===== config.mk =====
export PLATFORM = sky130hd
export DESIGN_NAME = dcache_ctrl_top
export DESIGN_NICKNAME = d
export VERILOG_FILES = /design/src/verilog/dcache_pkg.sv /design/src/verilog/dcache_fsm.sv /design/src/verilog/req_latch.sv /design/src/verilog/hit_read_path.sv /design/src/verilog/store_merge.sv /design/src/verilog/dcache_ctrl_top.sv
export VERILOG_INCLUDE_DIRS = /design/src /design/src/verilog
export SDC_FILE = /design/constraint.sdc
export NUM_CORES = 1
export LEC_CHECK = 0
export BUFFER_PORTS_ARGS = -buffer_cell sky130_fd_sc_hd__buf_2
export CAP_MARGIN = 10
export CELL_PAD_IN_SITES_DETAIL_PLACEMENT = 2
export CELL_PAD_IN_SITES_GLOBAL_PLACEMENT = 2
export CORE_AREA = 2 2 466 468
export CTS_BUF_LIST = sky130_fd_sc_hd__clkbuf_16
export CTS_CLUSTER_DIAMETER = 100
export DETAILED_ROUTE_END_ITERATION = 7
export DIE_AREA = 0 0 468 470
export PLACE_DENSITY_LB_ADDON = 0.1
export REMOVE_ABC_BUFFERS = 1
export SLEW_MARGIN = 20
export SYNTH_ARGS = -nofsm -noshare
export SYNTH_HDL_FRONTEND = slang
export SYNTH_SLANG_ARGS = --single-unit
export TNS_END_PERCENT = 1

===== constraint.sdc =====
create_clock -name clk_i -period 6.65 [get_ports clk_i]
set_input_delay 1.33 -clock clk_i [delete_from_list [all_inputs] [get_ports clk_i]]
set_output_delay 1.33 -clock clk_i [all_outputs]
set_load 0.1 [all_outputs]

===== src/verilog/dcache_cfg.svh =====
// cache geometry shared by the rtl and the testbench
// the word select logic assumes a line of exactly two 64-bit words
// the index width includes the byte offset within the line
`ifndef DCACHE_CFG_SVH
`define DCACHE_CFG_SVH

// associativity of the data array
`define DCACHE_SET_ASSOC    4
// index bits, byte offset included
`define DCACHE_INDEX_WIDTH  12
// tag bits above the index
`define DCACHE_TAG_WIDTH    44
// one cache line
`define DCACHE_LINE_WIDTH   128
// one core word
`define DCACHE_WORD_WIDTH   64
// index bit that picks the word inside the line
`define DCACHE_WORD_SEL_BIT 3

`endif


===== src/verilog/dcache_pkg.sv =====
// types of the data cache request controller
// line and byte-enable layouts match the array port
`include "dcache_cfg.svh"

package dcache_pkg;

    // one way of the array: payload plus state bits
    typedef struct packed {
        logic [`DCACHE_LINE_WIDTH-1:0] data;
        logic                          valid;
        logic                          dirty;
    } cache_line_t;

    // write enables of one array access
    // vldrty enables the valid and dirty bits per way
    typedef struct packed {
        logic [`DCACHE_LINE_WIDTH/8-1:0] data;
        logic [`DCACHE_SET_ASSOC-1:0]    vldrty;
    } cl_be_t;

    // source of the response word
    typedef enum logic [1:0] {
        HIT,
        CRITICAL,
        BYPASS
    } word_sel_e;

    // request controller states
    typedef enum logic [2:0] {
        IDLE,
        WAIT_TAG,
        STORE_REQ,
        WAIT_REFILL_GNT,
        WAIT_CRITICAL_WORD,
        WAIT_REFILL_VALID
    } dcache_state_e;

endpackage


===== src/verilog/dcache_fsm.sv =====
// control fsm of the request controller
// hit, miss, bypass and write decisions are all made here
`timescale 1ns/1ps

module dcache_fsm (
    input  logic                  clk_i,
    input  logic                  rst_ni,
    input  logic                  bypass_i,
    input  logic                  data_req_i,
    input  logic                  data_we_i,
    input  logic                  gnt_i,
    input  logic                  hit_i,
    input  logic                  we_q_i,
    input  logic                  miss_gnt_i,
    input  logic                  bypass_gnt_i,
    input  logic                  critical_word_valid_i,
    input  logic                  bypass_valid_i,
    output logic                  busy_o,
    output logic                  data_gnt_o,
    output logic                  data_rvalid_o,
    output logic                  capture_o,
    output logic                  bypass_set_o,
    output logic                  addr_saved_o,
    output logic                  array_req_o,
    output logic                  array_we_o,
    output logic                  save_hit_way_o,
    output logic                  miss_valid_o,
    output dcache_pkg::word_sel_e word_sel_o
);
    import dcache_pkg::*;

    dcache_state_e state_d, state_q;

    assign busy_o       = (state_q != IDLE);
    // the latched bypass flag simply follows the mode input
    assign bypass_set_o = bypass_i;

    // response word source only depends on where the data comes from
    always_comb begin
        case (state_q)
            WAIT_CRITICAL_WORD: word_sel_o = CRITICAL;
            WAIT_REFILL_VALID:  word_sel_o = BYPASS;
            default:            word_sel_o = HIT;
        endcase
    end

    // ------------------------------------------------------------------------
    // next state and strobes
    // ------------------------------------------------------------------------
    always_comb begin
        state_d        = state_q;
        data_gnt_o     = 1'b0;
        data_rvalid_o  = 1'b0;
        capture_o      = 1'b0;
        addr_saved_o   = 1'b0;
        array_req_o    = 1'b0;
        array_we_o     = 1'b0;
        save_hit_way_o = 1'b0;
        miss_valid_o   = 1'b0;

        case (state_q)
            IDLE: begin
                if (data_req_i && bypass_i) begin
                    // uncached: loads are granted right away, stores wait for the bypass
                    capture_o  = 1'b1;
                    data_gnt_o = ~data_we_i;
                    state_d    = WAIT_REFILL_GNT;
                end else if (data_req_i) begin
                    // speculative line read with the live index
                    array_req_o = 1'b1;
                    if (gnt_i) begin
                        capture_o  = 1'b1;
                        data_gnt_o = ~data_we_i;
                        state_d    = WAIT_TAG;
                    end
                end
            end

            // array data and hit vector are valid in this cycle
            WAIT_TAG: begin
                if (!hit_i) begin
                    state_d = WAIT_REFILL_GNT;
                end else if (we_q_i) begin
                    // store hit: keep the way, write in a second pass
                    save_hit_way_o = 1'b1;
                    state_d        = STORE_REQ;
                end else begin
                    data_rvalid_o = 1'b1;
                    state_d       = IDLE;
                    // overlap the next request with this response
                    if (data_req_i && !bypass_i) begin
                        array_req_o = 1'b1;
                        if (gnt_i) begin
                            capture_o  = 1'b1;
                            data_gnt_o = ~data_we_i;
                            state_d    = WAIT_TAG;
                        end
                    end
                end
            end

            // masked write into the saved hit way
            STORE_REQ: begin
                array_req_o  = 1'b1;
                array_we_o   = 1'b1;
                addr_saved_o = 1'b1;
                if (gnt_i) begin
                    data_gnt_o = 1'b1;
                    state_d    = IDLE;
                end
            end

            WAIT_REFILL_GNT: begin
                miss_valid_o = 1'b1;
                if (bypass_gnt_i) begin
                    // a bypassed store is done once the bypass path takes it
                    data_gnt_o = we_q_i;
                    state_d    = we_q_i ? IDLE : WAIT_REFILL_VALID;
                end else if (miss_gnt_i) begin
                    data_gnt_o = we_q_i;
                    state_d    = we_q_i ? IDLE : WAIT_CRITICAL_WORD;
                end
            end

            WAIT_CRITICAL_WORD: begin
                // start the next line read while the refill is in flight
                array_req_o = data_req_i & ~bypass_i;
                if (critical_word_valid_i) begin
                    data_rvalid_o = 1'b1;
                    state_d       = IDLE;
                    if (data_req_i && !bypass_i && gnt_i) begin
                        capture_o  = 1'b1;
                        data_gnt_o = ~data_we_i;
                        state_d    = WAIT_TAG;
                    end
                end
            end

            WAIT_REFILL_VALID: begin
                if (bypass_valid_i) begin
                    data_rvalid_o = 1'b1;
                    state_d       = IDLE;
                end
            end

            default: state_d = IDLE;
        endcase
    end

    always_ff @(posedge clk_i or negedge rst_ni) begin
        if (!rst_ni) begin
            state_q <= IDLE;
        end else begin
            state_q <= state_d;
        end
    end

endmodule


===== src/verilog/req_latch.sv =====
// holds the accepted request for the rest of its life in the controller
// the array address is live in idle and stored during the store write
`timescale 1ns/1ps
`include "dcache_cfg.svh"

module req_latch (
    input  logic                            clk_i,
    input  logic                            rst_ni,
    input  logic                            capture_i,
    input  logic                            bypass_set_i,
    input  logic                            addr_saved_i,
    input  logic [`DCACHE_INDEX_WIDTH-1:0]  address_index_i,
    input  logic [`DCACHE_TAG_WIDTH-1:0]    address_tag_i,
    input  logic [7:0]                      data_be_i,
    input  logic [1:0]                      data_size_i,
    input  logic                            data_we_i,
    input  logic [`DCACHE_WORD_WIDTH-1:0]   data_wdata_i,
    output logic [`DCACHE_INDEX_WIDTH-1:0]  index_o,
    output logic [`DCACHE_TAG_WIDTH-1:0]    tag_o,
    output logic [7:0]                      be_o,
    output logic [1:0]                      size_o,
    output logic                            we_o,
    output logic [`DCACHE_WORD_WIDTH-1:0]   wdata_o,
    output logic                            bypass_o,
    output logic [`DCACHE_INDEX_WIDTH-1:0]  addr_o
);

    // request kind
    always_ff @(posedge clk_i or negedge rst_ni) begin
        if (!rst_ni) begin
            we_o     <= 1'b0;
            bypass_o <= 1'b0;
        end else if (capture_i) begin
            we_o     <= data_we_i;
            bypass_o <= bypass_set_i;
        end
    end

    // request payload
    always_ff @(posedge clk_i) begin
        if (capture_i) begin
            index_o <= address_index_i;
            tag_o   <= address_tag_i;
            be_o    <= data_be_i;
            size_o  <= data_size_i;
            wdata_o <= data_wdata_i;
        end
    end

    assign addr_o = addr_saved_i ? index_o : address_index_i;

endmodule


===== src/verilog/hit_read_path.sv =====
// read data path for hits, refills and bypassed loads
// hit_way_i is one-hot, all zero on a miss
`timescale 1ns/1ps
`include "dcache_cfg.svh"

module hit_read_path (
    input  dcache_pkg::cache_line_t [`DCACHE_SET_ASSOC-1:0] data_i,
    input  logic [`DCACHE_SET_ASSOC-1:0]                    hit_way_i,
    input  logic [`DCACHE_INDEX_WIDTH-1:0]                  index_i,
    input  dcache_pkg::word_sel_e                           word_sel_i,
    input  logic [`DCACHE_WORD_WIDTH-1:0]                   critical_word_i,
    input  logic [`DCACHE_WORD_WIDTH-1:0]                   bypass_data_i,
    output logic                                            hit_o,
    output logic [`DCACHE_WORD_WIDTH-1:0]                   data_rdata_o
);
    import dcache_pkg::*;

    localparam int unsigned WordOffW = $clog2(`DCACHE_LINE_WIDTH / `DCACHE_WORD_WIDTH);

    logic [`DCACHE_LINE_WIDTH-1:0] hit_line;
    logic [`DCACHE_WORD_WIDTH-1:0] hit_word;
    logic [WordOffW-1:0]           word_off;

    assign hit_o    = |hit_way_i;
    assign word_off = index_i[`DCACHE_WORD_SEL_BIT +: WordOffW];

    // or-reduce the selected way, nothing is picked on a miss
    always_comb begin
        hit_line = '0;
        for (int unsigned w = 0; w < `DCACHE_SET_ASSOC; w++) begin
            if (hit_way_i[w]) hit_line = hit_line | data_i[w].data;
        end
    end

    assign hit_word = hit_line[word_off*`DCACHE_WORD_WIDTH +: `DCACHE_WORD_WIDTH];

    always_comb begin
        case (word_sel_i)
            CRITICAL: data_rdata_o = critical_word_i;
            BYPASS:   data_rdata_o = bypass_data_i;
            default:  data_rdata_o = hit_word;
        endcase
    end

endmodule


===== src/verilog/store_merge.sv =====
// array request and write data for the controller
// a write touches the saved hit way only and marks it valid and dirty
`timescale 1ns/1ps
`include "dcache_cfg.svh"

module store_merge (
    input  logic                             clk_i,
    input  logic                             rst_ni,
    input  logic                             save_hit_way_i,
    input  logic [`DCACHE_SET_ASSOC-1:0]     hit_way_i,
    input  logic                             array_req_i,
    input  logic                             array_we_i,
    input  logic [`DCACHE_INDEX_WIDTH-1:0]   index_i,
    input  logic [7:0]                       be_i,
    input  logic [`DCACHE_WORD_WIDTH-1:0]    wdata_i,
    output logic [`DCACHE_SET_ASSOC-1:0]     req_o,
    output logic                             we_o,
    output dcache_pkg::cache_line_t          data_o,
    output dcache_pkg::cl_be_t               be_o
);
    import dcache_pkg::*;

    localparam int unsigned WordOffW = $clog2(`DCACHE_LINE_WIDTH / `DCACHE_WORD_WIDTH);
    localparam int unsigned WordBytes = `DCACHE_WORD_WIDTH / 8;

    logic [`DCACHE_SET_ASSOC-1:0] hit_way_q;
    logic [WordOffW-1:0]          word_off;

    // way of the pending store
    always_ff @(posedge clk_i or negedge rst_ni) begin
        if (!rst_ni) begin
            hit_way_q <= '0;
        end else if (save_hit_way_i) begin
            hit_way_q <= hit_way_i;
        end
    end

    assign word_off = index_i[`DCACHE_WORD_SEL_BIT +: WordOffW];
    assign we_o     = array_we_i;

    always_comb begin
        data_o = '0;
        be_o   = '0;
        // reads look up every way
        req_o  = array_req_i ? (array_we_i ? hit_way_q : '1) : '0;
        if (array_we_i) begin
            data_o.data[word_off*`DCACHE_WORD_WIDTH +: `DCACHE_WORD_WIDTH] = wdata_i;
            be_o.data[word_off*WordBytes +: WordBytes] = be_i;
            data_o.valid = 1'b1;
            data_o.dirty = 1'b1;
            be_o.vldrty  = hit_way_q;
        end
    end

endmodule


===== src/verilog/dcache_ctrl_top.sv =====
// request controller of a four-way write-back data cache
// the tag must arrive together with the request
// one request is served at a time, except for back-to-back load hits
`timescale 1ns/1ps
`include "dcache_cfg.svh"

module dcache_ctrl_top (
    input  logic                                              clk_i,
    input  logic                                              rst_ni,
    input  logic                                              bypass_i,
    output logic                                              busy_o,
    // core request
    input  logic                                              data_req_i,
    input  logic [`DCACHE_INDEX_WIDTH-1:0]                    address_index_i,
    input  logic [`DCACHE_TAG_WIDTH-1:0]                      address_tag_i,
    input  logic [7:0]                                        data_be_i,
    input  logic [1:0]                                        data_size_i,
    input  logic                                              data_we_i,
    input  logic [`DCACHE_WORD_WIDTH-1:0]                     data_wdata_i,
    // core response
    output logic                                              data_gnt_o,
    output logic                                              data_rvalid_o,
    output logic [`DCACHE_WORD_WIDTH-1:0]                     data_rdata_o,
    // sram array
    output logic [`DCACHE_SET_ASSOC-1:0]                      req_o,
    output logic [`DCACHE_INDEX_WIDTH-1:0]                    addr_o,
    input  logic                                              gnt_i,
    output dcache_pkg::cache_line_t                           data_o,
    output dcache_pkg::cl_be_t                                be_o,
    output logic [`DCACHE_TAG_WIDTH-1:0]                      tag_o,
    output logic                                              we_o,
    input  dcache_pkg::cache_line_t [`DCACHE_SET_ASSOC-1:0]   data_i,
    input  logic [`DCACHE_SET_ASSOC-1:0]                      hit_way_i,
    // miss unit
    output logic                                              miss_valid_o,
    output logic                                              miss_bypass_o,
    output logic [`DCACHE_TAG_WIDTH+`DCACHE_INDEX_WIDTH-1:0]  miss_addr_o,
    output logic [7:0]                                        miss_be_o,
    output logic [1:0]                                        miss_size_o,
    output logic                                              miss_we_o,
    output logic [`DCACHE_WORD_WIDTH-1:0]                     miss_wdata_o,
    input  logic                                              miss_gnt_i,
    input  logic [`DCACHE_WORD_WIDTH-1:0]                     critical_word_i,
    input  logic                                              critical_word_valid_i,
    // bypass path
    input  logic                                              bypass_gnt_i,
    input  logic                                              bypass_valid_i,
    input  logic [`DCACHE_WORD_WIDTH-1:0]                     bypass_data_i
);
    import dcache_pkg::*;

    // strobes from the fsm
    logic      capture, bypass_set, addr_saved;
    logic      array_req, array_we, save_hit_way;
    word_sel_e word_sel;

    // stored request
    logic [`DCACHE_INDEX_WIDTH-1:0] index_q;
    logic                           we_q;
    logic                           hit;

    // miss request is formed from the stored fields
    assign miss_addr_o = {tag_o, index_q};
    assign miss_we_o   = we_q;

    dcache_fsm i_fsm (
        .clk_i, .rst_ni, .bypass_i, .data_req_i, .data_we_i, .gnt_i,
        .hit_i (hit), .we_q_i (we_q), .miss_gnt_i, .bypass_gnt_i,
        .critical_word_valid_i, .bypass_valid_i, .busy_o, .data_gnt_o, .data_rvalid_o,
        .capture_o (capture), .bypass_set_o (bypass_set), .addr_saved_o (addr_saved),
        .array_req_o (array_req), .array_we_o (array_we), .save_hit_way_o (save_hit_way),
        .miss_valid_o, .word_sel_o (word_sel)
    );

    req_latch i_req_latch (
        .clk_i, .rst_ni, .capture_i (capture), .bypass_set_i (bypass_set),
        .addr_saved_i (addr_saved), .address_index_i, .address_tag_i, .data_be_i,
        .data_size_i, .data_we_i, .data_wdata_i, .index_o (index_q), .tag_o (tag_o),
        .be_o (miss_be_o), .size_o (miss_size_o), .we_o (we_q), .wdata_o (miss_wdata_o),
        .bypass_o (miss_bypass_o), .addr_o (addr_o)
    );

    hit_read_path i_hit_read_path (
        .data_i, .hit_way_i, .index_i (index_q), .word_sel_i (word_sel),
        .critical_word_i, .bypass_data_i, .hit_o (hit), .data_rdata_o
    );

    store_merge i_store_merge (
        .clk_i, .rst_ni, .save_hit_way_i (save_hit_way), .hit_way_i,
        .array_req_i (array_req), .array_we_i (array_we), .index_i (index_q),
        .be_i (miss_be_o), .wdata_i (miss_wdata_o), .req_o, .we_o, .data_o, .be_o
    );

endmodule


# == After elaboration in Yosys (flattened, before gate mapping) ==
# Cells that the tools add are included.
# word_totals
reg_bits,139
latch_bits,0
mem_bits_rw,0
rom_bits,0
input_bits,792
out_inout_bits,411
memories,0
# op_classes
addsub,2
multipliers,0
div,0
magnitude_cmp,0
n_eq_ne,13
shift,5
mux,63
bitwise_logic,8
reduce_logical,8
# ops
operator,count
128-bit two-way mux,4
128-bit bitwise OR,3
130-bit two-way mux,1
128-bit AND,1
64-bit case mux with 2 select lines,1
"64-bit by 34-bit variable shift with 128-bit output, first input constant",1
128-bit by 8-bit indexed part select with 64-bit output,1
64-bit by 34-bit indexed part select with 128-bit output,1
3-bit two-way mux,13
1-bit two-way mux,34
4-bit negator with 34-bit output,1
7-bit negator with 34-bit output,1
"8-bit by 34-bit variable shift with 16-bit output, first input constant",1
8-bit by 34-bit indexed part select with 16-bit output,1
20-bit two-way mux,1
3-bit case mux with 6 select lines,1
16-bit AND,1
12-bit two-way mux,1
4-bit two-way mux,2
"3-bit by 2-bit == test with 1-bit output, second input constant",2
"3-bit == test, second input constant",2
"2-bit inequality test, second input constant",3
"3-bit by 2-bit inequality test with 1-bit output, second input constant",2
1-bit case mux with 3 select lines,2
other kinds (15),18

# == Depth between registers and ports, before layout ==
# logic_depth
depth_word,9
ltp_mapped,9
ltp_nobuf,6

# == Modules after synthesis ==
# A second synthesis with hierarchy kept.
# hier_totals
cells_unflattened,984
area_unflattened_um2,10476.3
# by_module_without_submodules
mod,n_inst,cells_each,area_per_inst_um2,seq_area_each_um2
hit_read_path,1,545,4270.3,0.0
req_latch,1,147,4160.2,3953.8
store_merge,1,197,1301.2,100.1
dcache_fsm,1,51,414.1,75.1
dcache_ctrl_top,1,44,330.3,0.0

# == Worst setup path before layout ==
# No wires, ideal clock.
# synth_path
path_kind,in2out
startpoint,in hit_way_i[3]
endpoint,out data_gnt_o
t_arrival_ns,3.703
required_ns,5.320
slack_ns,1.617
cell_stages,5
path_buffers,1
cell_sequence,buf_2 > nor4_2 > or4_4 > o211a_4 > o221ai_1
# synth_between
elab_chain_cells,3
# synth_lines
item,line,text
from (decl),dcache_ctrl_top.sv:33,"input logic [`DCACHE_SET_ASSOC-1:0] hit_way_i,"
4-bit OR reduction,hit_read_path.sv:24,assign hit_o = |hit_way_i;
1-bit two-way mux,dcache_fsm.sv:81,if (!hit_i) begin
1-bit case mux with 5 select lines,dcache_fsm.sv:61,case (state_q)
to (decl),dcache_ctrl_top.sv:21,"output logic data_gnt_o,"
# Every way passes these cells.

# == Worst setup path after layout ==
# layout_path
startpoint,reg i_fsm.state_q[0]
endpoint,out data_rdata_o[48]
# layout_between
elab_chain_cells,4
elab_cells_between_ends,6
classes_between,eq/ne: 4; mux: 2
# layout_lines
item,line,text
from (decl),dcache_fsm.sv:32,"dcache_state_e state_d, state_q;"
from (signal assigned),dcache_fsm.sv:154,state_q <= state_d;
3-bit == test,dcache_fsm.sv:40,case (state_q)
2-bit case mux with 2 select lines (*),dcache_fsm.sv:40,
2-bit == test / 2-bit by 1-bit == test with 1-bit output (equally long branches),hit_read_path.sv:38,case (word_sel_i)
64-bit case mux with 2 select lines (*),hit_read_path.sv:38,
to (decl),dcache_ctrl_top.sv:23,"output logic [`DCACHE_WORD_WIDTH-1:0] data_rdata_o,"
# Mark *: on every way between the ends. The rest lies on a longest branch, timed or not.

==> results.json <==
{
  "setup.worst_path.class": "reg -> out",
  "syn-cell-area_sq_um": 10500,
  "die_area_sq_um": 220000,
  "clk_transition_reported_paths_ps": 70,
  "layout_common_cells": "sky130_fd_sc_hd__buf_2, sky130_fd_sc_hd__edfxtp_1, sky130_fd_sc_hd__a222oi_1",
  "power_leakage_nw": 8.70,
  "htreeDepth": 4,
  "viasPerCell": 2.90,
  "path_class_of_the_lowest_slack_min_delay_path": "reg -> reg",
  "setup_viol": 0,
  "final_min_period_over_clock_period": 0.832,
  "post-route-min-period_ps": 5530,
  "r2r_setup_slack_ps": 3630,
  "synth-edff-count": 130,
  "grtUsageTotal": 0.114,
  "placed_cell_count": 4914,
  "synth.yosys.warnings": 0,
  "max-slew-margin-rel": 0.361,
  "worstHoldStart": "i_store_merge.hit_way_q[3]",
  "vias": 14434,
  "postSynthCellCount": 992,
  "clock_tree.buffer_depth": 2,
  "clock_skew_ps": 10.2,
  "detail_route.first_pass.iterations": 8,
  "worst_r2r_endpoint": "i_req_latch.wdata_o[60]",
  "tritoncts_num_sinks": 139,
  "first_global_vias": 15944,
  "synth_seq_area_share": 0.394,
  "groute.layer.met2.usage": 0.220,
  "hold-path-endpoint": "i_store_merge.hit_way_q[3]",
  "met1_usage": 0.111,
  "r2r.worst_path.cells": 5,
  "cts_post_setup_buffers_inserted": 0,
  "grt_most_used_layer": "met2",
  "drt-initial-drc-count": 1116,
  "synth.ff_latch_count": 139,
  "multi_input_comb_area_sq_um": 5530,
  "setup.worst_path.end_class": "output pin",
  "design.core.area_sq_um": 216000,
  "initial_core_util": 0.0486,
  "cp.arrival_ps": 4200,
  "ctsResizeCount": 0,
  "drtAntennaViolNets": 0,
  "grt_first_pass_wirelength_mm": 166,
  "area_overhead_of_the_layout_relative_to_synthesis_pct": 92.9,
  "layout.nets": 2874,
  "post_cts_hold_buffer_count": 0,
  "fillers": 25598,
  "number_of_cells_on_the_worst_hold_path": 1,
  "dpl.hpwl_mm": 112,
  "num_rows": 171,
  "power-per-cell-area_nw_per_um2": 423,
  "worstPathRequired_ps": 5320,
  "tritoncts": "built",
  "layout_commonest_cell": "sky130_fd_sc_hd__buf_2",
  "layout_cells_sized_above_1": 0.650,
  "synth-async-reset-ratio": 0.0647,
  "final_wl_mm": 131,
  "remaining_drc_errors": 0,
  "rsz0062_at_grt": "no",
  "worst_slew_pin_slew_ps": 956,
  "avgSynthCellArea_sq_um": 10.6,
  "worst_ir_drop_vdd_mv": 0.326,
  "clk_latency_ps": 510,
  "wl_per_cell_microns": 26.4,
  "outcome": "complete, no violations",
  "grt.met3_usage": 0.0469,
  "ff_latch_area_sq_um": 4130,
  "timing.final.max_slew_violations": 0,
  "hold_viol_final": 0,
  "number_of_antenna_violations_at_the_first_check_in_global_routing": 97,
  "timing.hold.ws_ps": 502,
  "final_cell_count_no_fill": 4970,
  "cts-root-buf": "sky130_fd_sc_hd__clkbuf_16",
  "io_buffer_count": 1194,
  "die_extent_in_x_microns": 468,
  "cts_inserted_buffers": 17,
  "grt_max_degree": 94,
  "grt_remaining_overflow": 0,
  "ys_types": 48,
  "gp_routability_congestion": 0.874,
  "ioPinCount": 1203,
  "start_kind": "flip-flop",
  "y_dimension_of_the_die_microns": 470,
  "timing.max_cap.violations": 0,
  "critical_path.reg2reg.startpoint": "i_fsm.state_q[2]",
  "max_fclk_mhz": 181,
  "ys_dominant_reg_cell": "sky130_fd_sc_hd__edfxtp_1",
  "critical_path.max_fanout": 43
}
## critical path, stage by stage, from the launching register on
cell	delay, ps
sky130_fd_sc_hd__dfrtp_1	740
sky130_fd_sc_hd__or2b_1	310
sky130_fd_sc_hd__or2_1	310
sky130_fd_sc_hd__ha_4	700
sky130_fd_sc_hd__buf_4	460
sky130_fd_sc_hd__buf_4	330
sky130_fd_sc_hd__a211oi_1	80
sky130_fd_sc_hd__a21oi_1	140
sky130_fd_sc_hd__buf_2	460
## area by class of cell
type                    instances  area share
flip-flops and latches        139       0.204
well taps                    2854       0.177
inverters                       5     0.00118
diodes                         24     0.00297
multi-input cells             681       0.273
repair buffers               1235       0.312
clock inverters                15     0.00817
clock buffers                  17      0.0211
## routing by layer
metal,vias up,part of all wire
li1,6274,-
met1,6999,0.35
met2,886,0.53
met3,197,0.096
met4,78,0.021
met5,-,0.0036
## how the worst max path moves through the flow
stage,from,end,slack [ps]
final,i_fsm.state_q[0],data_rdata_o[48],1120
after global routing,i_fsm.state_q[2],data_rdata_o[12],850
after floorplan,i_req_latch.index_o[3],be_o[10],-2870
after global placement,hit_way_i[1],data_rdata_o[51],1090
after detailed placement,hit_way_i[1],data_rdata_o[51],1060
after CTS,i_fsm.state_q[0],data_rdata_o[24],920
## flip-flops by register name, indices dropped and copies added, names as in the netlist
register and flops:
i_req_latch.size_o 2, i_req_latch.index_o 12, i_req_latch.tag_o 44, i_req_latch.be_o 8, i_req_latch.bypass_o 1, i_req_latch.we_o 1
i_fsm.state_q 3, i_store_merge.hit_way_q 4, i_req_latch.wdata_o 64
## Yosys cell counts (3+ instances only)
library cell / count / area, sq um
sky130_fd_sc_hd__a211oi_1: 60 / 450
sky130_fd_sc_hd__ha_1: 3 / 37.5
sky130_fd_sc_hd__and2_1: 76 / 475
sky130_fd_sc_hd__nor2b_1: 3 / 18.8
sky130_fd_sc_hd__or2_2: 5 / 31.3
sky130_fd_sc_hd__nand3_1: 6 / 30.0
sky130_fd_sc_hd__mux2_2: 77 / 867
sky130_fd_sc_hd__buf_2: 21 / 105
sky130_fd_sc_hd__a21oi_1: 69 / 345
sky130_fd_sc_hd__a22oi_1: 80 / 601
sky130_fd_sc_hd__inv_1: 4 / 15.0
sky130_fd_sc_hd__buf_1: 6 / 22.5
sky130_fd_sc_hd__mux2i_1: 60 / 601
sky130_fd_sc_hd__a222oi_1: 120 / 1200
sky130_fd_sc_hd__buf_4: 49 / 368
sky130_fd_sc_hd__o21ai_0: 8 / 40.0
sky130_fd_sc_hd__edfxtp_1: 130 / 3900
sky130_fd_sc_hd__nand3b_1: 6 / 45.0
sky130_fd_sc_hd__clkbuf_1: 90 / 338
sky130_fd_sc_hd__nand2_1: 7 / 26.3
sky130_fd_sc_hd__and3_1: 72 / 450
sky130_fd_sc_hd__nor3_1: 3 / 15.0
sky130_fd_sc_hd__dfrtp_1: 9 / 225
## metrics by stage
stage               instance area [sq um]  TNS [ps]  power [mW]  worst slack (ps)  utilization
finish                              20200         0        8.54              1120       0.0937
global placement                    19600         0        7.70              1090       0.0907
detailed placement                  19600         0        7.69              1060       0.0907
CTS                                 20100         0        8.79               919       0.0934
floorplan                            9630   -365830        5.88             -2870            -
global route                        20200         0        8.89               845       0.0935
## cells by family after synthesis
kind of cell,after synthesis,synth area share
AOI/OAI and AO/OA,348,0.261
and+or+nand+nor,192,0.117
buffers and inverters,172,0.0828
DFF,139,0.394
muxes,138,0.142
adders and majority gates,3,0.00358
## power by group
part / total [mW] / internal (mW) / switching, mW / leakage (nW)
clock: 1.05 / 0.558 / 0.494 / 0.282
combinational: 6.09 / 0.930 / 5.16 / 7.10
sequential: 1.40 / 1.19 / 0.208 / 1.32
total: 8.54 / 2.68 / 5.87 / 8.70
No activity file was read; power rests on OpenSTA's default activity.
